**src/wht_defs.svh**
```systemverilog
//--------------------------------------
// Sizes and fixed-point positions for the luma DC path
// Included by the packages and by any module that needs a width
//--------------------------------------
`ifndef WHT_DEFS_SVH
`define WHT_DEFS_SVH

// Block geometry
`define WHT_BLOCK_SIZE 4
`define WHT_NUM_COEF   16

// Coefficient and level widths
`define DC_WIDTH       12
`define WHT_WIDTH      15
`define LEVEL_WIDTH    12

// Quantizer step and reciprocal precision
`define QSTEP_WIDTH    8
`define QRECIP_SHIFT   17

`endif

```
**src/coef_pkg.sv**
```systemverilog
//--------------------------------------
// Coefficient types of the DC transform datapath
//--------------------------------------
`include "wht_defs.svh"

package coef_pkg;

    // One DC term per 4x4 luma block
    typedef logic signed [`DC_WIDTH-1:0] dc_coef_t;

    // WHT output after halving
    typedef logic signed [`WHT_WIDTH-1:0] wht_coef_t;

    // Raster order, index = row * 4 + column
    typedef dc_coef_t dc_block_t [0:`WHT_NUM_COEF-1];

    // Same layout as the input block
    typedef wht_coef_t wht_block_t [0:`WHT_NUM_COEF-1];

endpackage

```
**src/wht_fwd.sv**
```systemverilog
//--------------------------------------
// Forward 4x4 Walsh-Hadamard transform with halving
// Output registered on start_i and done_o one cycle later
//--------------------------------------
`timescale 1ns/1ns
`include "wht_defs.svh"

module wht_fwd
    import coef_pkg::*;
(
    input  logic       clk,
    input  logic       rst_n,
    input  logic       start_i,
    input  dc_block_t  block_i,
    output logic       done_o,
    output wht_block_t block_o
);

    localparam int N = `WHT_BLOCK_SIZE;

    logic signed [`DC_WIDTH+1:0] row_q  [0:`WHT_NUM_COEF-1];  // 14b row results
    wht_coef_t                   wht_nxt[0:`WHT_NUM_COEF-1];
    logic signed [`WHT_WIDTH:0]  dc_sum;                       // Plain sum of all inputs

    // ---------------------------------------
    // Row pass
    // ---------------------------------------
    for (genvar r = 0; r < N; r++) begin : g_row
        logic signed [`DC_WIDTH:0] a0, a1, a2, a3;   // 13b

        assign a0 = block_i[N*r+0] + block_i[N*r+2];
        assign a1 = block_i[N*r+1] + block_i[N*r+3];
        assign a2 = block_i[N*r+1] - block_i[N*r+3];
        assign a3 = block_i[N*r+0] - block_i[N*r+2];

        assign row_q[N*r+0] = a0 + a1;
        assign row_q[N*r+1] = a3 + a2;
        assign row_q[N*r+2] = a3 - a2;
        assign row_q[N*r+3] = a0 - a1;
    end

    // ---------------------------------------
    // Column pass and halving
    // ---------------------------------------
    for (genvar c = 0; c < N; c++) begin : g_col
        logic signed [`WHT_WIDTH-1:0] b0, b1, b2, b3;  // 15b
        logic signed [`WHT_WIDTH:0]   s [0:N-1];       // Full 16b sums

        assign b0 = row_q[c]       + row_q[2*N+c];
        assign b1 = row_q[N+c]     + row_q[3*N+c];
        assign b2 = row_q[N+c]     - row_q[3*N+c];
        assign b3 = row_q[c]       - row_q[2*N+c];

        assign s[0] = b0 + b1;
        assign s[1] = b3 + b2;
        assign s[2] = b3 - b2;
        assign s[3] = b0 - b1;

        // Dropping bit 0 of the signed sum gives floor of half
        for (genvar k = 0; k < N; k++) begin : g_half
            assign wht_nxt[N*k+c] = s[k][`WHT_WIDTH:1];
        end
    end

    always_ff @(posedge clk or negedge rst_n) begin
        if (!rst_n) begin
            done_o <= 1'b0;
            for (int i = 0; i < `WHT_NUM_COEF; i++) begin
                block_o[i] <= '0;
            end
        end else begin
            done_o <= start_i;
            if (start_i) begin
                block_o <= wht_nxt;     // Held until the next block
            end
        end
    end

    always_comb begin
        dc_sum = '0;
        for (int i = 0; i < `WHT_NUM_COEF; i++) begin
            dc_sum = dc_sum + block_i[i];
        end
    end

    // DC term of the butterflies equals half the total of the block
    a_dc_half_sum : assert property (@(posedge clk) disable iff (!rst_n)
        start_i |=> (block_o[0] == wht_coef_t'($past(dc_sum) >>> 1)));

endmodule

```
**config.mk**
```make
export PLATFORM = sky130hd
export DESIGN_NAME = wht_fwd
export DESIGN_NICKNAME = d
export VERILOG_FILES = /design/src/coef_pkg.sv /design/src/wht_fwd.sv
export VERILOG_INCLUDE_DIRS = /design/src
export SDC_FILE = /design/constraint.sdc
export NUM_CORES = 2
export LEC_CHECK = 0
export ABC_AREA = 1
export BUFFER_PORTS_ARGS = -buffer_cell sky130_fd_sc_hd__buf_2
export CAP_MARGIN = 20
export CORE_ASPECT_RATIO = 0.75
export CORE_MARGIN = 1
export CORE_UTILIZATION = 64
export CTS_CLUSTER_SIZE = 16
export DETAILED_ROUTE_END_ITERATION = 10
export PLACE_DENSITY = 0.84
export SYNTH_ARGS = -nofsm -noshare
export SYNTH_HDL_FRONTEND = slang
export SYNTH_SLANG_ARGS = --single-unit
```
**constraint.sdc**
```tcl
create_clock -name clk -period 0.8 [get_ports clk]
set_clock_uncertainty 0.1 [all_clocks]
set_input_delay 0.08 -clock clk [delete_from_list [all_inputs] [get_ports clk]]
set_output_delay 0.08 -clock clk [all_outputs]
set_load 0.05 [all_outputs]
```
==> results.py, run 1 <==
metrics = {
    "run_status": {
        "status": "did not finish",
        "failing_step": "4_1_cts",
        "error_line": "[ERROR DPL-0038] Utilization greater than 100%, impossible to legalize",
    },
    "floorplan": {
        "rows": 92,
        "start_util": 0.649,
        "io_pins": 436,
        "die_height_um": 255,
        "fp.dieW_um": 340,
    },
    "clock_network": {
        "clockBufferDepth": 3,
        "numCtsBuffers": 26,
        "h-tree-depth": 1,
        "cts_setup_buffers": 170,
        "cts_resized": 1685,
        "cts_root_buf": "clkbuf_16",
        "ctsHoldBuffers": 2,
        "numClockSinks": 241,
    },
    "placement": {
        "place_congestion": 1.22,
        "dpl.cell_count": 12500,
        "port-buffer-count": 435,
        "hpwl_um": 235000,
    },
    "synthesis": {
        "yosys_register_bits": 241,
        "synthTopCellsByArea": "ha_1 19%, nand2_1 18%, dfrtp_1 11%",
        "syn-num-nets": 10100,
        "yosysUniqueCellTypes": 48,
        "synthCells": 9020,
        "synth_top_area_share": 0.194,
        "avgSynthCellArea_um2": 6.06,
        "synth.largest_area_cell": "ha_1",
        "netlist_area_um2": 54700,
        "ys_warn_count": 0,
        "yosysSeqAreaShare": 0.110,
    },
}
## cell usage after synthesis, drive strengths merged
cell	instances
a211oi	1
a21boi	22
a21o	37
a21oi	648
a31oi	60
and2	34
buf	223
clkbuf	57
clkinv	13
dfrtp	241
fa	64
ha	848
inv	1482
nand2	2611
nand3	656
nand3b	24
nand4	94
nor2	632
nor2b	1
nor3	138
nor4	5
o211ai	4
o21a	8
o21ai	354
o21bai	114
or2	13
xnor2	44
xor2	592
## logic make-up after synthesis
| group | after synthesis | share of synthesized area |
|---|---|---|
| DFF | 241 | 0.110 |
| buffers and inverters | 1775 | 0.128 |
| xor gates and xnor gates | 636 | 0.102 |
| and+or+nand+nor | 4208 | 0.316 |
| AOI/OAI and AO/OA | 1248 | 0.126 |
| adders and majority gates | 912 | 0.217 |
## metrics by stage
stage | hold WS (ns) | instance area [um2] | setup slack (ns)
detailed placement | -0.123 | 76900 | -5.19
floorplan | -0.316 | 58700 | -3.69
global placement | -0.135 | 76900 | -4.68
==> run 2: changes to the inputs <==
--- a/config.mk
+++ b/config.mk
@@ -9,12 +9,10 @@
 export ABC_AREA = 1
 export BUFFER_PORTS_ARGS = -buffer_cell sky130_fd_sc_hd__buf_2
 export CAP_MARGIN = 20
-export CORE_ASPECT_RATIO = 0.75
 export CORE_MARGIN = 1
-export CORE_UTILIZATION = 64
-export CTS_CLUSTER_SIZE = 16
+export CORE_UTILIZATION = 40
 export DETAILED_ROUTE_END_ITERATION = 10
-export PLACE_DENSITY = 0.84
+export PLACE_DENSITY_LB_ADDON = 0.15
 export SYNTH_ARGS = -nofsm -noshare
 export SYNTH_HDL_FRONTEND = slang
 export SYNTH_SLANG_ARGS = --single-unit
==> run 2 against run 1 <==
Compared with the run above:
- the flow now finishes, with violations (negative hold slack, negative setup slack)
- synthesized area unchanged
- synthesized cell count unchanged
==> results.py, run 2 <==
metrics = {
    "setup_path": {
        "worst_ep_required_time_ns": 1.14,
        "worstPathMaxFanout": 6,
        "max_stage_delay_ns": 0.38,
        "worstSetupEndpointType": "register",
        "arrival_ns": 5.06,
        "start_kind": "input port",
        "crit_path_top_delay_cell": "ha_4",
        "path_class": "in -> reg",
    },
    "sta": {
        "fmax_mhz": 212,
        "period_minus_slack_ns": 4.71,
        "worst_pin_slew_ns": 0.559,
        "finalWorstSetupSlack_ns": -3.91,
        "finalHoldViolCount": 32,
        "setup_viol_count_final": 481,
        "max_slew_margin": 0.627,
        "grt_setup_unrepaired": "true",
        "slew_viol_final": 0,
        "whs_ns": -0.102,
        "fin_crit_sh": 5.89,
    },
    "cells_and_area": {
        "final_cell_mix": "2,561 x buf_4, 2,147 x nand2_1, 1,147 x inv_1, 527 x nand3_1, 516 x ha_1",
        "final_common_cell": "buf_4",
        "top_regs": "block_o (240), done_o (1)",
        "fin_nets": 13000,
        "largest_register_ffs": 240,
        "area_growth_pct": 72.7,
        "drive_gt1_frac": 0.471,
        "regMostFlops": "block_o",
    },
    "placement": {
        "port-buffer-count": 435,
        "dp_slack_ns": -5.26,
        "place_congestion": 1.04,
        "hpwl_um": 218000,
    },
    "clock_network": {
        "cts_tree": "built",
        "clockBufferDepth": 3,
        "h-tree-depth": 1,
        "numCtsBuffers": 25,
        "cts_root_buf": "clkbuf_16",
        "clk_latency_ns": 0.56,
        "path_clk_slew_ns": 0.07,
        "numClockSinks": 241,
    },
    "floorplan": {
        "coreArea_um2": 135000,
        "die_height_um": 372,
        "io_pins": 436,
        "die_area_um2": 138000,
        "fp.dieW_um": 372,
        "start_util": 0.404,
        "rows": 135,
    },
    "global_routing": {
        "grt_pass1_wl_um": 384000,
        "grt_overflow": 0,
        "antenna_found_initial": 11,
        "grt_pass1_vias": 67300,
        "grt_usage": 0.357,
        "grt_max_degree": 43,
    },
    "synthesis": {
        "synthFlopType": "dfrtp_1",
        "yosys_register_bits": 241,
        "yosysUniqueCellTypes": 48,
        "synth_edf_count": 0,
        "yosysMostFrequentCell": "nand2_1",
        "synth_top_area_share": 0.194,
        "avgSynthCellArea_um2": 6.06,
        "yosysSeqAreaShare": 0.110,
        "ys_warn_count": 0,
        "syn-num-nets": 10100,
        "synth_common_cells": "2,607 x nand2_1, 1,476 x inv_1, 848 x ha_1",
        "netlist_area_um2": 54700,
        "ys_async_sr_fraction": 1.00,
        "synthCells": 9020,
        "synth.largest_area_cell": "ha_1",
        "synthTopCellsByArea": "ha_1 19%, nand2_1 18%, dfrtp_1 11%",
    },
    "routing": {
        "drc": 0,
        "wire_per_inst_um": 18.6,
        "routed_wl_um": 256000,
        "antenna_left": 0,
        "num_vias": 69400,
        "viasPerCell": 5.05,
        "drt-initial-drc-count": 4987,
        "drt_first_pass_iters": 6,
    },
    "run_status": {
        "status": "finished, violations left",
        "violations": "negative hold slack, negative setup slack",
    },
    "min_path": {
        "hp-class": "in -> async",
    },
    "flow_run": {
        "drv_cap": 0,
    },
}
run 2: cell counts after synthesis:
Identical to the previous run, type by type.
run 2: worst paths after layout:
check / startpoint / endpoint / slack, ns / cells past startpoint
worst min-delay path: rst_n / block_o[173]$_DFFE_PN0P_ / -0.10 / 2
max in group asynchronous: rst_n / block_o[209]$_DFFE_PN0P_ / 0.20 / 3
worst max-delay path: block_i[24] / block_o[193]$_DFFE_PN0P_ / -3.91 / 35
min in group clk: start_i / block_o[207]$_DFFE_PN0P_ / -0.05 / 4
worst min register to register: block_o[23]$_DFFE_PN0P_ / block_o[23]$_DFFE_PN0P_ / 0.37 / 2
worst max register to register: block_o[96]$_DFFE_PN0P_ / block_o[96]$_DFFE_PN0P_ / -0.05 / 2
run 2: kinds of logic (layout without fill, tap and decap cells):
family          after synthesis  count (layout)  share of synthesized area
buf+inv                    1775            4712                      0.128
xor+xnor                    636             636                      0.102
other cells                   0              10                          0
fa+ha+maj                   912             912                      0.217
compound gates             1248            1248                      0.126
flops                       241             241                      0.110
simple gates               4208            4208                      0.316
run 2: area by class of cell:
cell class / instances / area [um2]
Tap cell: 1781 / 2230
Inverter: 1495 / 6000
Clock buffer: 26 / 639
Multi-Input combinational cell: 7004 / 55100
Fill cell: 11700 / 41000
Sequential cell: 241 / 6030
Timing Repair Buffer: 3173 / 24200
Clock inverter: 18 / 175
Antenna cell: 10 / 25.0
run 2: through the flow:
step	instances	utilization	setup TNS, ns	cell area (um2)
2_1_floorplan	9020	-	-738.62	58700
3_3_place_gp	13400	0.591	-1030.28	80000
3_5_place_dp	13400	0.591	-1041.67	80000
4_1_cts	13700	0.674	-938.22	91300
5_1_grt	13700	0.697	-1008.35	94400
6_report	13700	0.697	-951.58	94400
run 2: critical path: cells and delay by family:
| family | cells | cell delay, ns |
|---|---|---|
| XOR/XNOR | 3 | 0.54 |
| adder cells (fa/ha/maj) | 5 | 1.35 |
| AO/OA/AOI/OAI | 2 | 0.44 |
| buffers and inverters | 9 | 0.86 |
| AND/OR/NAND/NOR | 16 | 1.77 |
run 2: per-layer routing:
layer  global-route usage  share of wire  vias up
met5                    0        0.00012        -
met4                0.114          0.038        4
met3               0.0391          0.065      308
met2                0.568           0.44     2129
met1                0.500           0.46    32800
li1                     -              -    34100
run 2: repair_timing:
item,4_1_cts,5_1_grt
setup buffers,232,75
pin swaps,725,384
setup endpoints to repair,481,481
hold buffers,1,1
gates resized for setup,1779,587
gates cloned,1,0
hold endpoints to repair,301,21
Power of run 2 is left out: the tool's default activity adds up to more than one toggle a clock period on the data nets, which glitch-free logic cannot reach.
