<file path="config.mk">
export PLATFORM = sky130hd
export DESIGN_NAME = dc_collector
export DESIGN_NICKNAME = d
export VERILOG_FILES = /design/src/coef_pkg.sv /design/src/dc_collector.sv
export VERILOG_INCLUDE_DIRS = /design/src
export SDC_FILE = /design/constraint.sdc
export NUM_CORES = 1
export LEC_CHECK = 0
export ABC_CLOCK_PERIOD_IN_PS = 2400
export BUFFER_PORTS_ARGS = -buffer_cell sky130_fd_sc_hd__buf_2
export CAP_MARGIN = 20
export CORE_MARGIN = 2
export CORE_UTILIZATION = 56
export DETAILED_ROUTE_END_ITERATION = 12
export PLACE_DENSITY = 0.82
export SETUP_SLACK_MARGIN = 0.4
export SLEW_MARGIN = 0
export SYNTH_ARGS = -nofsm -noshare
export SYNTH_HDL_FRONTEND = slang
export SYNTH_SLANG_ARGS = --single-unit
</file>
<file path="constraint.sdc">
create_clock -name clk -period 2.4 [get_ports clk]
set_input_delay 0 -clock clk [delete_from_list [all_inputs] [get_ports clk]]
set_output_delay 0 -clock clk [all_outputs]
set_load 0.02 [all_outputs]
</file>
<file path="src/wht_defs.svh">
//--------------------------------------
// Sizes and fixed-point positions for the luma DC path
// Included by the packages and by any module that needs a width
//--------------------------------------
`ifndef WHT_DEFS_SVH
`define WHT_DEFS_SVH

// Block geometry
`define WHT_BLOCK_SIZE 4
`define WHT_NUM_COEF   16

// Coefficient and level widths
`define DC_WIDTH       12
`define WHT_WIDTH      15
`define LEVEL_WIDTH    12

// Quantizer step and reciprocal precision
`define QSTEP_WIDTH    8
`define QRECIP_SHIFT   17

`endif

</file>
<file path="src/coef_pkg.sv">
//--------------------------------------
// Coefficient types of the DC transform datapath
//--------------------------------------
`include "wht_defs.svh"

package coef_pkg;

    // One DC term per 4x4 luma block
    typedef logic signed [`DC_WIDTH-1:0] dc_coef_t;

    // WHT output after halving
    typedef logic signed [`WHT_WIDTH-1:0] wht_coef_t;

    // Raster order, index = row * 4 + column
    typedef dc_coef_t dc_block_t [0:`WHT_NUM_COEF-1];

    // Same layout as the input block
    typedef wht_coef_t wht_block_t [0:`WHT_NUM_COEF-1];

endpackage

</file>
<file path="src/dc_collector.sv">
//--------------------------------------
// Gathers sixteen strobed DC terms into one 4x4 block
// Pulses start_o one cycle after the 16th strobe
//--------------------------------------
`timescale 1ns/1ns
`include "wht_defs.svh"

module dc_collector
    import coef_pkg::*;
(
    input  logic      clk,
    input  logic      rst_n,
    input  logic      dc_valid_i,
    input  dc_coef_t  dc_i,
    output logic      start_o,
    output dc_block_t block_o
);

    localparam int POS_W = $clog2(`WHT_NUM_COEF);
    localparam int LAST  = `WHT_NUM_COEF - 1;
    localparam logic [POS_W-1:0] LAST_POS = LAST[POS_W-1:0];

    logic [POS_W-1:0] pos_q;           // Raster slot of the next strobe
    dc_coef_t         shadow_q [0:LAST-1];
    logic             last_strobe;

    assign last_strobe = dc_valid_i && (pos_q == LAST_POS);

    // Fill side, the last term goes straight to the output
    always_ff @(posedge clk) begin
        if (dc_valid_i && (pos_q != LAST_POS)) begin
            shadow_q[pos_q] <= dc_i;
        end
    end

    always_ff @(posedge clk or negedge rst_n) begin
        if (!rst_n) begin
            pos_q   <= '0;
            start_o <= 1'b0;
        end else begin
            start_o <= last_strobe;
            if (dc_valid_i) begin
                pos_q <= pos_q + 1'b1;     // Wraps to 0 after slot 15
            end
        end
    end

    // Hand-off copy so the shadow can refill at once
    always_ff @(posedge clk or negedge rst_n) begin
        if (!rst_n) begin
            for (int i = 0; i < `WHT_NUM_COEF; i++) begin
                block_o[i] <= '0;
            end
        end else if (last_strobe) begin
            for (int i = 0; i < LAST; i++) begin
                block_o[i] <= shadow_q[i];
            end
            block_o[LAST] <= dc_i;
        end
    end

    // A block needs sixteen strobes, so starts are never adjacent
    a_start_single : assert property (@(posedge clk) disable iff (!rst_n)
        start_o |=> !start_o);

endmodule

</file>
# After elaboration in Yosys (flattened, before gate mapping)
# Memories as Yosys holds them, arrays and structs flattened. A register that Yosys moved wholly into a read port is not among the register bits.
# Index checks and enable logic that the tools add are counted.
dict set report classes {
  mux 2
  reduce_logical 17
  addsub 1
  eq_ne 2
}
# op n
set op_table {}
lappend op_table {{$logic_not 1->1} 15}
lappend op_table {{$add 4x1->4 const B} 1}
lappend op_table {{$eq 4x4->1 const B} 1}
lappend op_table {{$ne 4x4->1 const B} 1}
lappend op_table {{$logic_and 1x1->1} 2}
lappend op_table {{$mux 1} 2}
dict set report word_totals {
  word_cells 26
  ram_bits 180
  input_bits 15
  mem_count 1
  out_inout_bits 193
  reg_bits 17
}
# memory words width read_ports rd_clocked_by_memory_dff wr line
set memory_table {}
lappend memory_table {shadow_q 15 12 15 15 1 dc_collector.sv:24} ;# dc_coef_t shadow_q [0:LAST-1];

# Longest topological paths before layout
# Gate-level depths: netlist of run 1.
dict set report depth {
  ltp_word 4
  depth_mapped 5
  mapped_depth_nobuf 4
}

# Worst setup path after synthesis of run 1
# OpenSTA, ideal clock, no wires.
dict set report synth_timing {
  path_type {register -> register}
  from {register pos_q[3]}
  to {memory shadow_q[14][0] (netlist bit), enable pin}
  arrival_time_ns 1.772
  required_time_ns 2.001
  setup_time_ns 0.399
  stages_incl_launch_ff 4
  synth_period_minus_slack_ns 2.171
  path_buffers 1
  setup_slack_ns 0.229
  path_cell_list {dfrtp_1 -> clkbuf_1 -> nand3_1 -> nor3b_1}
}
dict set report synth_via {
  elab_chain_cells 4
}
# element line
set synth_lines {}
lappend synth_lines {{start: declaration} dc_collector.sv:23} ;# logic [POS_W-1:0] pos_q;
lappend synth_lines {{start signal: assignment} dc_collector.sv:43} ;# pos_q <= pos_q + 1'b1;
lappend synth_lines {{$ne 4x4->1} dc_collector.sv:31} ;# if (dc_valid_i && (pos_q != LAST_POS)) begin
lappend synth_lines {{$logic_and 1x1->1} dc_collector.sv:31}
lappend synth_lines {{$mux 1} dc_collector.sv:31}
lappend synth_lines {{$mux 1 (not written as such)} dc_collector.sv:32} ;# shadow_q[pos_q] <= dc_i;
lappend synth_lines {{end: declaration} dc_collector.sv:24}
# Several ways; a longest one is shown, not always the timed one.

# Final worst setup path of run 1
dict set report layout_timing {
  from {register pos_q[3]}
  to {memory shadow_q[3][9] (netlist bit), enable pin}
}
# Same word-level chain as after synthesis.

==> key figures, run 1 <==
STA
  • Worst slew pin tran: approximately 0.65 ns
  • Fmax: between 0.5 and 0.6 GHz
  • Final hold vios: 0
  • RSZ-0062 raised after global routing: false
  • Final min period: 1.85 ns
  • Setup slack after layout: around 0.55 ns
  • Slew margin rel.: 0.569
  • Count of final setup violators: 0
  • Setup TNS: 0 ns
  • Slew Viols, Final: 0
  • Clock Skew: a little over 0.02 ns
  • Final worst-path cycle share: 0.769

Global routing
  • GRT Residual Overflow: 0
  • Gr usage total: 0.225
  • Number of global-route vias before repair: around 6.8k
  • Initial antenna violation count: 0
  • Largest net degree at the start of global routing: 69
  • First-pass GRT wire length: approximately 41 mm

Finish
  • Commonest non-fill, non-tap cell in the layout: buf_2
  • # diodes: 0
  • Most frequent cells in the layout: buf_2, dfrtp_1, edfxtp_1, mux2_1, clkbuf_16
  • P&R area growth vs syn: 22.5%
  • Core Util, Final: 0.699
  • Fin nets: slightly above 900
  • Share of layout cells above drive strength 1: 0.358

Die
  • Die width: 156 microns
  • DIE AREA: around 24000 sq um
  • Initial Utilization: 0.571
  • Boundary Pins: 208
  • Std cell rows: 55
  • Die Span Y: 156 microns
  • Core Region: approximately 23000 sq um

Worst setup path
  • Crit path max-delay family: simple AND/OR/NAND/NOR gates
  • CP bufs+invs: 0
  • Crit path kind: register to register
  • CP max stage cell: and2_1
  • Worst EP arrival: slightly below 2 ns
  • Worst Setup End Kind: register
  • Worst path cell trace: nor3b_1 -> and2_1
  • Slowest stage delay, CP: about 0.6 ns
  • CP required: 2.54 ns
  • Highest net fanout along the worst path: 12
  • CP startpoint kind: register

Yosys
  • YS warnings: 0
  • Largest cells by area after synthesis: edfxtp_1, dfrtp_1, mux2_1
  • Synthesized instance count: 628
  • Mapped Area: 13000 sq um
  • Post-synth top area cell: edfxtp_1
  • Share of the synthesized area in the top cell type: 0.417
  • Synthesized flop and latch total: 377
  • Post-Syn Area per Cell: 20.6 sq um
  • Post-synthesis net count: approximately 650
  • Library cells used by synthesis: 21
  • Post-synthesis sequential area ratio: 0.798

Pwr
  • Clock network fraction of total power: 0.284
  • PwrDens: between 1000 and 1500 nW/um^2
  • Reg power frac: 0.460
  • Logic gate share of total power: 0.255
  • VDD IR max: approximately 0.86 mV
  • Pint: approximately 14 mW
  • Sw Share: 0.315
  • Switching power: roughly 6.4 mW
  • Leakage: between 7 and 8 nW

Detailed routing
  • # DRC: 0
  • Routed Wire Length: roughly 26 mm
  • WL/cell: about 22 microns
  • Via count: 6450
  • Drt initial violations: ~300
  • Pre-Repair DR Iteration Count: 4
  • Vias per inst: about 5.4
  • Post-DRT Antenna Nets: 0

Run status
  • Status: finished, final reports clean

Clocking
  • Max clock buf depth: 3
  • Clk root buf: clkbuf_16
  • CTS tree: yes
  • TritonCTS Buffers: 36
  • CTS H-tree depth: 2
  • Clk_lat worst skew: approximately 0.51 ns
  • Clk pin slew, worst setup/hold paths: around 0.060 ns
  • CTS sink cnt: 377

Place
  • # port buffers: 207
  • HPWL after DPL: 16.3 mm
  • Placement Setup Slack: just over 0.2 ns
  • Placer congestion estimate: between 0.7 and 0.8

Flow run
  • Max-cap violations: 0

Worst hold path
  • Hold Path Class: primary input to asynchronous set/reset pin
power groups by stage:
stage | Combinational [mW] | Clock [mW] | Sequential (mW)
CTS | 5.26 | 5.87 | 9.34
global route | 5.56 | 6.15 | 9.51
global placement | 5.05 | 0 | 9.35
finish | 5.18 | 5.77 | 9.33
detailed placement | 5.21 | 0 | 9.44
floorplan | 1.47 | 0 | 10.9
logic make-up after synthesis:
logic type,share of synthesized area
xor gates and xnor gates,0.00203
DFF,0.798
buffers and inverters,0.0171
muxes,0.167
and+or+nand+nor,0.0122
adders and majority gates,0.00386
AOI/OAI and AO/OA,0.000386
through the flow:
stage | area (sq um) | cells | hold slack, ns | power (mW)
floorplan | 13000 | 628 | -0.296 | 12.4
detailed placement | 14500 | 1119 | 0.0518 | 14.6
CTS | 15900 | 1201 | 0.00776 | 20.5
finish | 15900 | 1202 | 0.0354 | 20.3
global placement | 14500 | 1119 | 0.0531 | 14.4
global route | 15900 | 1202 | 0.0263 | 21.2
synthesized netlist by cell type:
library cell	count
nand3_1	1
ha_1	4
buf_6	12
xnor2_1	2
o21ai_0	1
and3b_1	1
nand2_1	4
and2_1	6
dfrtp_1	197
mux2_1	169
nor3b_1	9
nor3_1	1
buf_4	7
xor2_1	1
buf_2	3
mux2_2	23
edfxtp_1	180
nand4_2	1
inv_1	3
nand4_1	1
clkbuf_1	2
flip-flops by register name, summed over array words and instances (netlist names):
register,flops
block_o,192
shadow_q,180
pos_q,4
start_o,1
per-layer routing:
metal	up-vias	GRT usage	part of all wire
met5	-	0	0
met1	3356	0.306	0.42
met2	225	0.370	0.49
met3	40	0.0614	0.071
li1	2829	-	-
met4	0	0.0502	0.018
layout make-up:
cell class,instances,area [sq um]
clock inverters,15,189
inverters,3,11.3
repair buffers,248,1490
well taps,285,357
multi-input cells,224,2460
fillers,1414,6830
flip-flops and latches,377,10300
clock buffers,50,1040
worst reg2reg max path: cells and delay by family (launching register included):
family	cells	cell delay, ns
flip-flops	1	0.55
AND/OR/NAND/NOR	2	0.92
repair_timing:
item / 4_1_cts / 5_1_grt
buffers inserted: 5 / 0
hold buffers: 12 / 1
gates resized for setup: 0 / 1
hold endpoints to repair: 169 / 9
pin swaps: 1 / 0
endpoints found under the setup margin: 183 / 25
final timing paths:
kind	start	to	slack [ns]	cells past startpoint
min reg2reg	shadow_q[8][2]	block_o[86]	0.45	1
max	pos_q[3]	shadow_q[3][9]	0.55	2
max in group asynchronous	rst_n	block_o[91]	1.53	3
max reg2reg	pos_q[3]	shadow_q[3][9]	0.55	2
min in group clk	dc_i[3]	shadow_q[12][3]	0.04	1
min	rst_n	block_o[40]	0.04	2
No activity file was read; power rests on OpenSTA's default activity.
==> run 2, diff against run 1 <==
--- a/config.mk
+++ b/config.mk
@@ -6,13 +6,13 @@
 export SDC_FILE = /design/constraint.sdc
 export NUM_CORES = 1
 export LEC_CHECK = 0
-export ABC_CLOCK_PERIOD_IN_PS = 2400
+export ABC_CLOCK_PERIOD_IN_PS = 1600
 export BUFFER_PORTS_ARGS = -buffer_cell sky130_fd_sc_hd__buf_2
 export CAP_MARGIN = 20
 export CORE_MARGIN = 2
-export CORE_UTILIZATION = 56
+export CORE_UTILIZATION = 50
 export DETAILED_ROUTE_END_ITERATION = 12
-export PLACE_DENSITY = 0.82
+export PLACE_DENSITY = 0.78
 export SETUP_SLACK_MARGIN = 0.4
 export SLEW_MARGIN = 0
 export SYNTH_ARGS = -nofsm -noshare
==> constraint.sdc (replaced) <==
create_clock -name clk -period 1.6 [get_ports clk]
set_input_delay 0 -clock clk [delete_from_list [all_inputs] [get_ports clk]]
set_output_delay 0 -clock clk [all_outputs]
set_load 0.02 [all_outputs]
==> key figures, run 2 (synthesized netlist as in run 1, its figures left out) <==
Clocking
  • CTS H-tree depth: 2
  • Clk root buf: clkbuf_16
  • Clk_lat worst skew: around 0.52 ns
  • CTS sink cnt: about 380
  • CTS tree: yes
  • TritonCTS Buffers: 38
  • Max clock buf depth: 3
  • Clk pin slew, worst setup/hold paths: 0.06 ns

Detailed routing
  • Drt initial violations: approximately 450
  • Pre-Repair DR Iteration Count: 4
  • Post-DRT Antenna Nets: 0
  • Via count: 6797
  • # DRC: 0
  • WL/cell: 23.9 microns
  • Routed Wire Length: a little over 30 mm
  • Vias per inst: 5.31

Finish
  • P&R area growth vs syn: 31.4%
  • Fin area: about 17000 sq um
  • Most frequent cells in the layout: buf_2, dfrtp_1, edfxtp_1, mux2_1, mux2_4
  • Share of layout cells above drive strength 1: 0.475
  • Commonest non-fill, non-tap cell in the layout: buf_2
  • Filler cells: ~1.6k
  • Biggest register: block_o
  • Max reg flops: 192
  • Biggest regs: block_o: 192 flops, shadow_q: 180 flops, pos_q: 4 flops
  • Core Util, Final: 0.672
  • Fin nets: roughly 940

Worst setup path
  • CP required: ~2 ns
  • CP startpoint kind: register
  • Cell mode on critical path: buf_12
  • Crit path kind: register to register
  • Worst path cell trace: ha_4 -> nand4_4 -> buf_12 -> buf_12 -> buf_16 -> buf_6 -> mux2_4
  • Worst Setup End Kind: register
  • Highest net fanout along the worst path: 5
  • CP bufs+invs: 4
  • CP max stage cell: dfrtp_2
  • Worst EP arrival: ~2 ns
  • Slowest stage delay, CP: 0.39 ns
  • Crit path max-delay family: buffers and inverters

Pwr
  • VDD IR max: 1.20 mV
  • PwrDens: between 1500 and 2000 nW/um^2
  • Leakage: ~7.8 nW
  • Overall Power: 32.1 mW

Worst hold path
  • Hold Path Class: primary input to asynchronous set/reset pin

Flow run
  • Max-cap violations: 0

Place
  • HPWL after DPL: roughly 17 mm
  • Post-DP Area: between 10000 and 15000 sq um
  • Placer congestion estimate: ~0.72
  • # port buffers: 207

Die
  • Core Region: between 20000 and 30000 sq um
  • Die width: around 160 microns
  • Std cell rows: 58
  • Die Span Y: between 150 and 200 microns
  • Boundary Pins: between 200 and 250
  • DIE AREA: around 27000 sq um
  • Initial Utilization: 0.512

Global routing
  • Number of global-route vias before repair: approximately 6.9k
  • Gr usage total: 0.223
  • First-pass GRT wire length: between 40 and 50 mm
  • GRT Residual Overflow: 0
  • Largest net degree at the start of global routing: 56
  • Initial antenna violation count: 1

STA
  • Final min period: 1.62 ns
  • RSZ-0062 raised after global routing: true
  • Final worst-path cycle share: 1.01
  • Fmax: approximately 0.62 GHz
  • Final hold vios: 1
  • Count of final setup violators: 2
  • Worst slew pin tran: around 0.6 ns
  • Setup slack after layout: -0.0161 ns
  • Min Hold Slack: -0.00234 ns
  • Clock Skew: about 0.017 ns
  • Slew Viols, Final: 0
  • Slew margin rel.: 0.609

Run status
  • Status: finished, violations left
  • Failing checks: hold timing, setup timing
-- run 2: cell count changes in the layout (fill, tap and decap cells not counted), moves of 8 or more --
cell and change:
mux2_1 -81, clkbuf_1 +9, mux2_4 +82, nor3b_4 +8, buf_16 +11, clkbuf_16 +8
buf_12 +11
-- run 2: cell type report --
cell class | count | area [sq um] | area share
multi-input cells | 225 | 2920 | 0.171
diodes | 1 | 2.50 | 0.000147
well taps | 330 | 413 | 0.0242
repair buffers | 273 | 2140 | 0.125
clock buffers | 60 | 1130 | 0.0661
flip-flops and latches | 377 | 10300 | 0.607
clock inverters | 10 | 76.3 | 0.00448
inverters | 3 | 16.3 | 0.000955
-- run 2: path summary, 6_finish.rpt --
| path | slack (ns) | cells past startpoint | endpoint | startpoint |
|---|---|---|---|---|
| worst max-delay path | -0.02 | 7 | block_o[95] | pos_q[0] |
| worst min-delay path | -0.002 | 2 | block_o[110] | rst_n |
| worst max register to register | -0.02 | 7 | block_o[95] | pos_q[0] |
| worst min register to register | 0.45 | 1 | block_o[18] | shadow_q[14][6] |
| max in group asynchronous | 0.83 | 3 | block_o[68] | rst_n |
| min in group clk | 0.03 | 1 | shadow_q[14][6] | dc_i[6] |
-- run 2: routing by layer --
layer,share of wire,vias to the layer above,track usage
met5,0,-,0
met3,0.060,42,0.0437
met1,0.42,3584,0.300
li1,-,2901,-
met4,0.019,0,0.0557
met2,0.50,270,0.377
-- run 2: stage by stage --
step | cells | setup TNS [ns] | worst slack (ns)
final | 1279 | -0.0241 | -0.0161
after global routing | 1279 | -0.858 | -0.0413
after CTS | 1270 | -0.00497 | -0.00497
after detailed placement | 1171 | -0.00288 | -0.00288
after global placement | 1171 | 0 | 0.0135
after floorplan | 628 | 0 | 0.0628
-- run 2: where the power goes --
| group | internal, mW | switching (mW) | total, mW | leakage (nW) |
|---|---|---|---|---|
| logic | 4.23 | 5.37 | 9.60 | 3.06 |
| clock network | 4.87 | 3.55 | 8.42 | 0.583 |
| registers | 12.7 | 1.40 | 14.1 | 4.13 |
| total | 21.8 | 10.3 | 32.1 | 7.77 |
-- run 2: repair_timing --
action,in CTS,in global routing
hold buffers,11,0
cloned,8,7
endpoints found under the hold margin,298,0
gates resized for setup,96,16
endpoints found under the setup margin,373,374
buffers inserted,10,1
pin swaps,3,5
